### src/hdl/stream_pkg.sv
////////////////////////////////////////
// shared widths and host register map for the
// write-only stream bridge
// imported by wildcard in each module header,
// top level passes data_w / addr_bit down
////////////////////////////////////////

package stream_pkg;

    ////////////////////////////////////////
    // default widths

    localparam int DATA_W   = 32;           // data word, also data_w default
    localparam int ADDR_BIT = 4;            // fifo address bits, depth 16
    localparam int WB_ADR_W = 8;            // both wishbone address buses

    ////////////////////////////////////////
    // host register map

    // push register, every write here is one stream word
    localparam logic [WB_ADR_W-1:0] REG_DATA   = 8'h00;

    // status register, fill count and full flag
    localparam logic [WB_ADR_W-1:0] REG_STATUS = 8'h01;

    ////////////////////////////////////////
    // status word layout

    // fill count sits in the low bits [ADDR_BIT:0]
    localparam int STAT_FULL_BIT = DATA_W - 1;  // full flag, top bit of word

endpackage : stream_pkg

### src/hdl/reg_fifo.sv
////////////////////////////////////////
// register array fifo with registered output word
// depth is 2**addr_bit in memory plus one word
// held in dout, level counts the memory only
// dout_valid marks dout as the oldest word
////////////////////////////////////////

`timescale 1ns/100ps

module reg_fifo
    import stream_pkg::*;
#(
    parameter int data_w   = DATA_W,
    parameter int addr_bit = ADDR_BIT
)
(
    input  logic                clk,
    input  logic                rst,
    // write side
    input  logic                push,
    input  logic [data_w-1:0]   push_data,
    output logic                full,
    output logic [addr_bit:0]   level,
    // read side
    input  logic                pop,
    output logic                dout_valid,
    output logic [data_w-1:0]   dout
);

    localparam int depth = 2 ** addr_bit;

    logic [data_w-1:0]      mem [depth];    // register array
    logic [addr_bit-1:0]    wr_ptr;
    logic [addr_bit-1:0]    rd_ptr;
    logic [addr_bit:0]      count;          // words in mem
    logic                   mem_nempty;
    logic                   wr_en;
    logic                   ld_en;          // mem -> dout transfer

    assign full       = count[addr_bit];    // msb set only at depth
    assign level      = count;
    assign mem_nempty = (count != '0);
    assign wr_en      = push & ~full;       // push on full is dropped

    // refill dout when it is empty or being taken
    assign ld_en      = mem_nempty & (~dout_valid | pop);

    // oldest word, count back from write pointer
    assign rd_ptr     = wr_ptr - count[addr_bit-1:0];

    ////////////////////////////////////////
    // memory and pointers

    always_ff @(posedge clk)
    begin
        if (wr_en)
            mem[wr_ptr] <= push_data;
    end

    always_ff @(posedge clk)
    begin
        if (rst)
            wr_ptr <= '0;
        else if (wr_en)
            wr_ptr <= wr_ptr + 1'b1;        // wraps at depth
    end

    always_ff @(posedge clk)
    begin
        if (rst)
            count <= '0;
        else
        begin
            case ({ld_en, wr_en})
                2'b01:   count <= count + 1'b1;
                2'b10:   count <= count - 1'b1;
                default: count <= count;    // both or neither
            endcase
        end
    end

    ////////////////////////////////////////
    // output stage

    always_ff @(posedge clk)
    begin
        if (rst)
            dout_valid <= 1'b0;
        else
            dout_valid <= (dout_valid & ~pop) | mem_nempty;
    end

    always_ff @(posedge clk)
    begin
        if (ld_en)
            dout <= mem[rd_ptr];
    end

endmodule : reg_fifo

### src/hdl/wb_push_port.sv
////////////////////////////////////////
// host side wishbone classic slave
// writes to REG_DATA push one word into the fifo,
// reads of REG_STATUS return fill count and full flag
// data writes are held off while the fifo is full
////////////////////////////////////////

`timescale 1ns/100ps

module wb_push_port
    import stream_pkg::*;
#(
    parameter int data_w   = DATA_W,
    parameter int addr_bit = ADDR_BIT
)
(
    input  logic                clk,
    input  logic                rst,
    // host wishbone slave
    input  logic                s_cyc,
    input  logic                s_stb,
    input  logic                s_we,
    input  logic [WB_ADR_W-1:0] s_adr,
    input  logic [data_w-1:0]   s_dat_w,
    output logic [data_w-1:0]   s_dat_r,
    output logic                s_ack,
    // fifo write side
    output logic                push,
    output logic [data_w-1:0]   push_data,
    input  logic                full,
    input  logic [addr_bit:0]   level
);

    logic               req;            // request not yet acked
    logic               data_wr;        // write to push register
    logic               stat_rd;        // read of status register
    logic               hold;           // back-pressure on host
    logic [data_w-1:0]  status_word;

    ////////////////////////////////////////
    // decode

    // ack gates req, so one request never gets two acks in a row
    assign req     = s_cyc & s_stb & ~s_ack;
    assign data_wr = s_we & (s_adr == REG_DATA);
    assign stat_rd = ~s_we & (s_adr == REG_STATUS);
    assign hold    = data_wr & full;    // wait for room

    always_comb
    begin
        status_word                = '0;
        status_word[addr_bit:0]    = level;     // fill count in low bits
        status_word[STAT_FULL_BIT] = full;
    end

    ////////////////////////////////////////
    // ack and push strobe

    always_ff @(posedge clk)
    begin
        if (rst)
        begin
            s_ack <= 1'b0;
            push  <= 1'b0;
        end
        else
        begin
            s_ack <= req & ~hold;                   // other addresses ack too
            push  <= req & data_wr & ~full;         // push lands in ack cycle
        end
    end

    // push data and read data
    always_ff @(posedge clk)
    begin
        if (req & data_wr)
            push_data <= s_dat_w;
        if (req & stat_rd)
            s_dat_r <= status_word;
        else
            s_dat_r <= '0;                  // other reads return zero
    end

endmodule : wb_push_port

### src/hdl/wb_drain_master.sv
////////////////////////////////////////
// downstream wishbone classic master
// writes each fifo word to the target at an
// incrementing address, pops on m_ack
// cycle stays open while words keep coming
////////////////////////////////////////

`timescale 1ns/100ps

module wb_drain_master
    import stream_pkg::*;
#(
    parameter int data_w = DATA_W
)
(
    input  logic                clk,
    input  logic                rst,
    // fifo read side
    input  logic                dout_valid,
    input  logic [data_w-1:0]   dout,
    output logic                pop,
    // target wishbone master
    output logic                m_cyc,
    output logic                m_stb,
    output logic                m_we,
    output logic [WB_ADR_W-1:0] m_adr,
    output logic [data_w-1:0]   m_dat_w,
    input  logic                m_ack
);

    logic active;       // dout_valid seen one clock earlier
    logic xfer;         // word accepted by target

    ////////////////////////////////////////
    // cycle control

    // start one clock after dout_valid rises
    always_ff @(posedge clk)
    begin
        if (rst)
            active <= 1'b0;
        else
            active <= dout_valid;
    end

    // drops with dout_valid once the last word is taken
    assign m_stb   = active & dout_valid;
    assign m_cyc   = m_stb;
    assign m_we    = m_stb;             // write only
    assign m_dat_w = dout;              // fifo output is already registered

    assign xfer = m_stb & m_ack;
    assign pop  = xfer;                 // fifo reloads dout on same edge

    ////////////////////////////////////////
    // target address

    always_ff @(posedge clk)
    begin
        if (rst)
            m_adr <= '0;
        else if (xfer)
            m_adr <= m_adr + 1'b1;      // wraps at 2**WB_ADR_W
    end

endmodule : wb_drain_master

### src/hdl/stream_bridge_top.sv
////////////////////////////////////////
// stream bridge top level
// host pushes over the slave port, words queue
// in the fifo, drain master writes them out
// data_w and addr_bit are set here only
////////////////////////////////////////

`timescale 1ns/100ps

module stream_bridge_top
    import stream_pkg::*;
#(
    parameter int data_w   = DATA_W,
    parameter int addr_bit = ADDR_BIT
)
(
    input  logic                clk,
    input  logic                rst,
    // host side slave
    input  logic                s_cyc,
    input  logic                s_stb,
    input  logic                s_we,
    input  logic [WB_ADR_W-1:0] s_adr,
    input  logic [data_w-1:0]   s_dat_w,
    output logic [data_w-1:0]   s_dat_r,
    output logic                s_ack,
    // downstream master
    output logic                m_cyc,
    output logic                m_stb,
    output logic                m_we,
    output logic [WB_ADR_W-1:0] m_adr,
    output logic [data_w-1:0]   m_dat_w,
    input  logic                m_ack
);

    ////////////////////////////////////////
    // internal links

    logic               push;
    logic [data_w-1:0]  push_data;
    logic               full;
    logic [addr_bit:0]  level;
    logic               pop;
    logic               dout_valid;
    logic [data_w-1:0]  dout;

    ////////////////////////////////////////
    // producer, buffer, consumer

    wb_push_port #(
        .data_w     (data_w),
        .addr_bit   (addr_bit)
    ) u_wb_push_port (
        .clk        (clk),
        .rst        (rst),
        .s_cyc      (s_cyc),
        .s_stb      (s_stb),
        .s_we       (s_we),
        .s_adr      (s_adr),
        .s_dat_w    (s_dat_w),
        .s_dat_r    (s_dat_r),
        .s_ack      (s_ack),
        .push       (push),
        .push_data  (push_data),
        .full       (full),
        .level      (level)
    );

    reg_fifo #(
        .data_w     (data_w),
        .addr_bit   (addr_bit)
    ) u_reg_fifo (
        .clk        (clk),
        .rst        (rst),
        .push       (push),
        .push_data  (push_data),
        .full       (full),
        .level      (level),
        .pop        (pop),
        .dout_valid (dout_valid),
        .dout       (dout)
    );

    wb_drain_master #(
        .data_w     (data_w)
    ) u_wb_drain_master (
        .clk        (clk),
        .rst        (rst),
        .dout_valid (dout_valid),
        .dout       (dout),
        .pop        (pop),
        .m_cyc      (m_cyc),
        .m_stb      (m_stb),
        .m_we       (m_we),
        .m_adr      (m_adr),
        .m_dat_w    (m_dat_w),
        .m_ack      (m_ack)
    );

endmodule : stream_bridge_top

### config.mk
export PLATFORM = sky130hd
export DESIGN_NAME = stream_bridge_top
export DESIGN_NICKNAME = d
export VERILOG_FILES = /design/src/hdl/stream_pkg.sv /design/src/hdl/reg_fifo.sv /design/src/hdl/wb_push_port.sv /design/src/hdl/wb_drain_master.sv /design/src/hdl/stream_bridge_top.sv
export SDC_FILE = /design/constraint.sdc
export NUM_CORES = 1
export LEC_CHECK = 0
export BUFFER_PORTS_ARGS = -buffer_cell sky130_fd_sc_hd__buf_2
export CORE_UTILIZATION = 53
export DETAILED_ROUTE_END_ITERATION = 6
export GPL_ROUTABILITY_DRIVEN = 0
export GPL_TIMING_DRIVEN = 0
export PLACE_DENSITY = 0.69
export REMOVE_ABC_BUFFERS = 1
export SETUP_SLACK_MARGIN = 0.2
export SLEW_MARGIN = 15
export SYNTH_ARGS = -nofsm -noshare
export SYNTH_HDL_FRONTEND = slang
export SYNTH_SLANG_ARGS = --single-unit
### constraint.sdc
create_clock -name clk -period 7.32 [get_ports clk]
set_clock_uncertainty 0.05 [all_clocks]
set_input_delay 0.366 -clock clk [delete_from_list [all_inputs] [get_ports clk]]
set_output_delay 0.366 -clock clk [all_outputs]
set_load 0.01 [all_outputs]
== Yosys cells after proc, flatten, opt, wreduce, memory -nomap -nowiden ==
Memories as Yosys holds them, arrays and structs flattened. A register that Yosys moved wholly into a read port is not among the register bits.
Cells that the tools add are included.
Cells by class
  add/subtract/negate cells: 5
  multipliers: 0
  div/mod/pow operators: 0
  order comparisons: 0
  equal/unequal tests: 3
  shift operators: 0
  multiplexer cells: 3
  bitwise gates (word level): 22
  reduce and logical (&&, ||, !) cells: 3
Operators with widths (count)
  AND 1 bit: 14
  case mux 5 bit (2 select lines): 1
  adder 8 x 1 -> 8 bit (second input constant): 1
  == test 8 x 1 -> 1 bit (second input constant): 1
  logical NOT 8 bit: 1
  inverter 1 bit: 6
  adder 5 x 1 -> 5 bit (second input constant): 1
  nonzero test 5 bit: 1
  subtractor 5 x 1 -> 5 bit (second input constant): 1
  adder 4 x 1 -> 4 bit (second input constant): 1
  subtractor 4 bit: 1
  == test 2 x 1 -> 1 bit (second input constant): 1
  == test 2 bit (second input constant): 1
  2-to-1 mux 1 bit: 2
  bitwise OR 1 bit: 2
  nonzero test 2 bit: 1
Word-level totals
  register bits: 84
  bits in latches: 0
  bits in writable memories: 512
  memory bits (read-only): 0
  input bits: 46
  output and inout bits: 76
  logic and storage cells: 47
  memories kept: 1
Memories
  u_reg_fifo.mem: depth 16, bits a word 32, read ports 1, clocked after memory_dff 1, write ports 1, RTL line reg_fifo.sv:32  | logic [data_w-1:0] mem [depth];

== Longest topological paths before layout ==
  depth after elaboration: 6
  mapped depth: 12
  depth with buffers taken out: 10

== By module ==
A second synthesis with hierarchy kept.
Second synthesis, totals
  cell total of the unflattened synthesis: 1197
  area total of the unflattened synthesis: 23613.9 µm²
Modules (own cells, without submodules)
  reg_fifo: times used 1, cells each 1035, area each 21509.4 µm², seq. area each 16535.9 µm²
  wb_push_port: times used 1, cells each 84, area each 1455.1 µm², seq. area each 1121.1 µm²
  wb_drain_master: times used 1, cells each 78, area each 649.4 µm², seq. area each 180.2 µm²

== Least setup slack after synthesis ==
Ideal clock, no wire load.
  kind: register to register
  from: reg u_reg_fifo.count[1], in the netlist u_reg_fifo.level[1]
  to: reg u_reg_fifo.count[4], in the netlist u_reg_fifo.level[4]
  library setup time: 121 ps
  arrival time: 4317 ps
  required time: 7149 ps
  slack: 2832 ps
  stages on the path, launching flop included: 13
  buffers on the path: 2
  clock period less this slack: 4488 ps
  cell sequence: dfxtp_1 > clkbuf_1 > nor3_1 > nor3b_1 > a21oi_1 > ha_1 > clkbuf_1 > xor2_1 > ha_1 > or3b_2 > a21oi_1 > o21ai_1 > mux2_2
Between the ends
  word-level cells in the longest chain between the ends: 4
  elaborated cells between the ends (all ways): 8
  classes of those cells: add/sub: 2; eq/ne: 2; mux: 1; bitwise: 1; reduce/logical: 2
Ends and longest elaborated chain
  from (decl): RTL line reg_fifo.sv:35  | logic [addr_bit:0] count;
  from (signal assigned): RTL line reg_fifo.sv:75  | 2'b01: count <= count + 1'b1;
  from (signal assigned): RTL line reg_fifo.sv:76  | 2'b10: count <= count - 1'b1;
  from (signal assigned): RTL line reg_fifo.sv:77  | default: count <= count;
  nonzero test 5 bit (*): RTL line reg_fifo.sv:42  | assign mem_nempty = (count != '0);
  AND 1 bit (*): RTL line reg_fifo.sv:46  | assign ld_en = mem_nempty & (~dout_valid | pop);
  net u_reg_fifo.ld_en: RTL line reg_fifo.sv:38  | logic ld_en;
  == test 2 bit or == test 2 x 1 -> 1 bit (tied branches): RTL line reg_fifo.sv:74  | case ({ld_en, wr_en})
  case mux 5 bit (2 select lines) or nonzero test 2 bit (tied branches)
Mark *: on every way through the listed nets, which the timed path passes. The rest lies on a longest branch.
A chain may end at the register's enable or synchronous reset.

== Worst setup path after layout ==
  from: reg u_reg_fifo.wr_ptr[0]
  to: reg u_reg_fifo.dout[6], read port of u_reg_fifo.mem, data pin
Between the ends
  word-level cells in the longest chain between the ends: 1
Ends and longest elaborated chain
  from (decl): RTL line reg_fifo.sv:33  | logic [addr_bit-1:0] wr_ptr;
  from (signal assigned): RTL line reg_fifo.sv:65  | wr_ptr <= wr_ptr + 1'b1;
  subtractor 4 bit: RTL line reg_fifo.sv:49  | assign rd_ptr = wr_ptr - count[addr_bit-1:0];
  to (decl): RTL line reg_fifo.sv:27  | output logic [data_w-1:0] dout
No other way between the ends.

==> metrics.txt <==
outcome finished clean; clock network latency to the later pin of the worst-skew pair about 610 ps; post-CTS setup buffer count 0; wire length of the first global-routing pass between 70 and 80 mm; cell seen most often among critical-path stages buf_16; Root Buffer clkbuf_16; post-cts repair resize count 0; core area 43170 sq um; vias after detailed routing roughly 11000; Residual DRC 0; power density normalized to cell area around 250 nW/um^2; max frequency just under 300 MHz; Routed Antenna Nets 0; TritonCTS clock tree done; largest stage delay on the critical path a little under 800 ps; initial antenna violation count 0; transition time at the pin with the least slew margin 813.0 ps; cell type contributing the most total cell area after synthesis edfxtp_1; area enclosed by the die boundary approximately 45000 sq um; cell area after placement approximately 25000 sq um; startpoint type of the worst setup path register; final wirelength between 40 and 50 mm; element type at the critical path end register; final design utilization between 60 and 70%; remaining global-route overflow 0; Crit Path Max Fanout 49; proportion of register bits with asynchronous set or reset after synthesis 0%; Cell Chain, Critical Path inv_1, ha_4, fa_4, buf_16, buf_16, buf_12, mux4_2, nand2_1, a22o_1, nand3_1; fin nets between 1000 and 1500; number of I/O pins approximately 120; summed instance area of the synthesized netlist roughly 23000 sq um; post-synth top area share 74.50%; cell count after synthesis 1161; final std cell area, no fill roughly 28000 sq um; max-slew violation count 0; clock buffer count from CTS 60; critical path data arrival time approximately 3700 ps; number of detailed-route iterations in the first pass 5; number of failing hold endpoints at the final stage 0; warnings from Yosys 0; max-capacitance violation count 0; placement row count between 70 and 80; final total power slightly below 7 mW; Vias/cell 5.818; sum of negative setup slack 0 ps; Die H about 210 microns; area taken by multi-input logic gates 5130 sq um; clock-pin slew on the worst setup and hold paths ~60 ps; count of unique library cells instantiated by Yosys 39; unrepaired setup endpoints after global routing no; P_leak between 9 and 10 nW; FF+latch area around 18000 sq um; GRT Overall Usage ~23%; largest cells by area after synthesis edfxtp_1, mux4_2, dfxtp_1; synthesis-stage register bit count roughly 600; master of the slowest instance on the critical path fa_4; required time of the worst setup path 7620 ps; Filler Cells Inserted roughly 2900; flip-flop cell with the highest count after synthesis edfxtp_1; proportion of layout cells with a drive suffix above 1 between 20% and 30%; clk sink count 602; total of hold buffers inserted after clock tree synthesis 33; largest net degree at the start of global routing 58; crit path kind register to register; clock tree buffer depth 3; antenna diode count 0; worst min-delay path class input pin to register; die outline width roughly 210 microns; detail-routed net length per standard cell around 25 microns; number of H-tree levels 2; Tcrit/Tclk final around 47%; Final Critical Period ~3400 ps; P&R area growth vs syn 19.06%; half-perimeter wire length of the detailed placement result just under 30 mm; starting density of the core a little over half; number of DRC violations after detailed-routing iteration 0 between 1000 and 1500; final setup violation count 0; number of input and output port buffers inserted between 90 and 100; sequential area share after synthesis around 77%; relative slew slack between 40% and 50%; number of enable flip-flop cells after synthesis 576; via count of the first global-routing pass 11720; per-instance average area after synthesis between 15 and 20 sq um; IR Drop Worst-Case VDD 0.0001965 V
## kinds of logic (layout without fill, tap and decap cells)
group,after synthesis,in the layout,share of synthesized area [%]
flops,602,602,76.74
other cells,1,26,0.01615
mux,131,131,12.56
simple gates,246,246,5.357
buf+inv,104,305,2.393
compound gates,50,50,1.627
fa+ha+maj,12,12,0.6790
xor+xnor,15,15,0.6306
## metal layers
metal	vias up	GRT usage (%)	part of all wire [%]
met5	-	0	0
met3	77	4.154	5.6
met4	0	6.197	2.1
met1	5952	30.21	41
met2	393	38.07	51
li1	5051	-	-
## path summary, 6_finish.rpt
check,start,to,slack [ps],cells past startpoint
max,u_reg_fifo.wr_ptr[0],u_reg_fifo.dout[6],3910,10
min,s_we,u_wb_push_port.s_dat_r[1],70,3
max reg2reg,u_reg_fifo.wr_ptr[0],u_reg_fifo.dout[6],3910,10
min reg2reg,u_wb_drain_master.m_adr[1],u_wb_drain_master.m_adr[1],460,2
## flip-flops by register name, summed over array words and instances, names as in the netlist
register and count:
u_reg_fifo.dout_valid 1, u_wb_push_port.push 1, u_reg_fifo.dout 32, u_wb_push_port.push_data 32, u_wb_drain_master.active 1, u_reg_fifo.wr_ptr 4
u_wb_push_port.s_ack 1, u_wb_drain_master.m_adr 8, u_reg_fifo.mem 512, u_reg_fifo.level 5, u_wb_push_port.s_dat_r 5
## synth_stat cells, types with 5 or more instances
master and count:
mux4_2 128, nor3_1 8, nor2_1 28, edfxtp_1 576
xor2_1 9, nor2b_1 7, clkbuf_1 34, nand3_1 36
and2_1 7, buf_2 21, a22o_1 32, nand2_1 75
inv_1 5, nand4_1 70, buf_4 37, a21oi_1 10
dfxtp_1 26, buf_1 7, ha_1 11
## cell type report
type                    count  area share, %
clock inverters            35          1.245
multi-input cells         480          18.56
well taps                 585          2.648
repair buffers            188          7.287
inverters                   5        0.06789
flip-flops and latches    602          64.45
clock buffers              77          5.739
## where the power goes
group	total [mW]	switching [mW]	internal, mW
Combinational	0.187	0.0908	0.0963
Sequential	3.73	0.00218	3.73
Clock	3.01	1.25	1.77
Total	6.93	1.34	5.59
## cells in the final DEF (no fill, tap or decap), types with 17 or more instances in the layout
cell type / n
nand4_1: 70
nand3_1: 35
dfxtp_1: 26
buf_16: 33
nand2_1: 75
dlygate4sd3_1: 33
buf_2: 95
conb_1: 26
clkbuf_16: 61
clkinv_1: 17
a22o_1: 32
edfxtp_1: 576
mux4_2: 128
## per-stage QoR
step	instances	hold WS (ps)	setup WS [ps]
6_report	1972	72.08	3909
3_3_place_gp	1767	424.9	-1645
4_1_cts	1972	45.90	3896
2_1_floorplan	1087	385.1	741.0
3_5_place_dp	1827	447.8	3907
5_1_grt	1972	67.54	3774
## critical path: cells and delay by family (launching register included)
kind	cells	cell delay, ps
mux	1	330
fa+ha+maj	2	970
flops	1	420
buf+inv	4	980
simple gates	2	170
compound gates	1	170
Power figures use the tool's default switching activity.
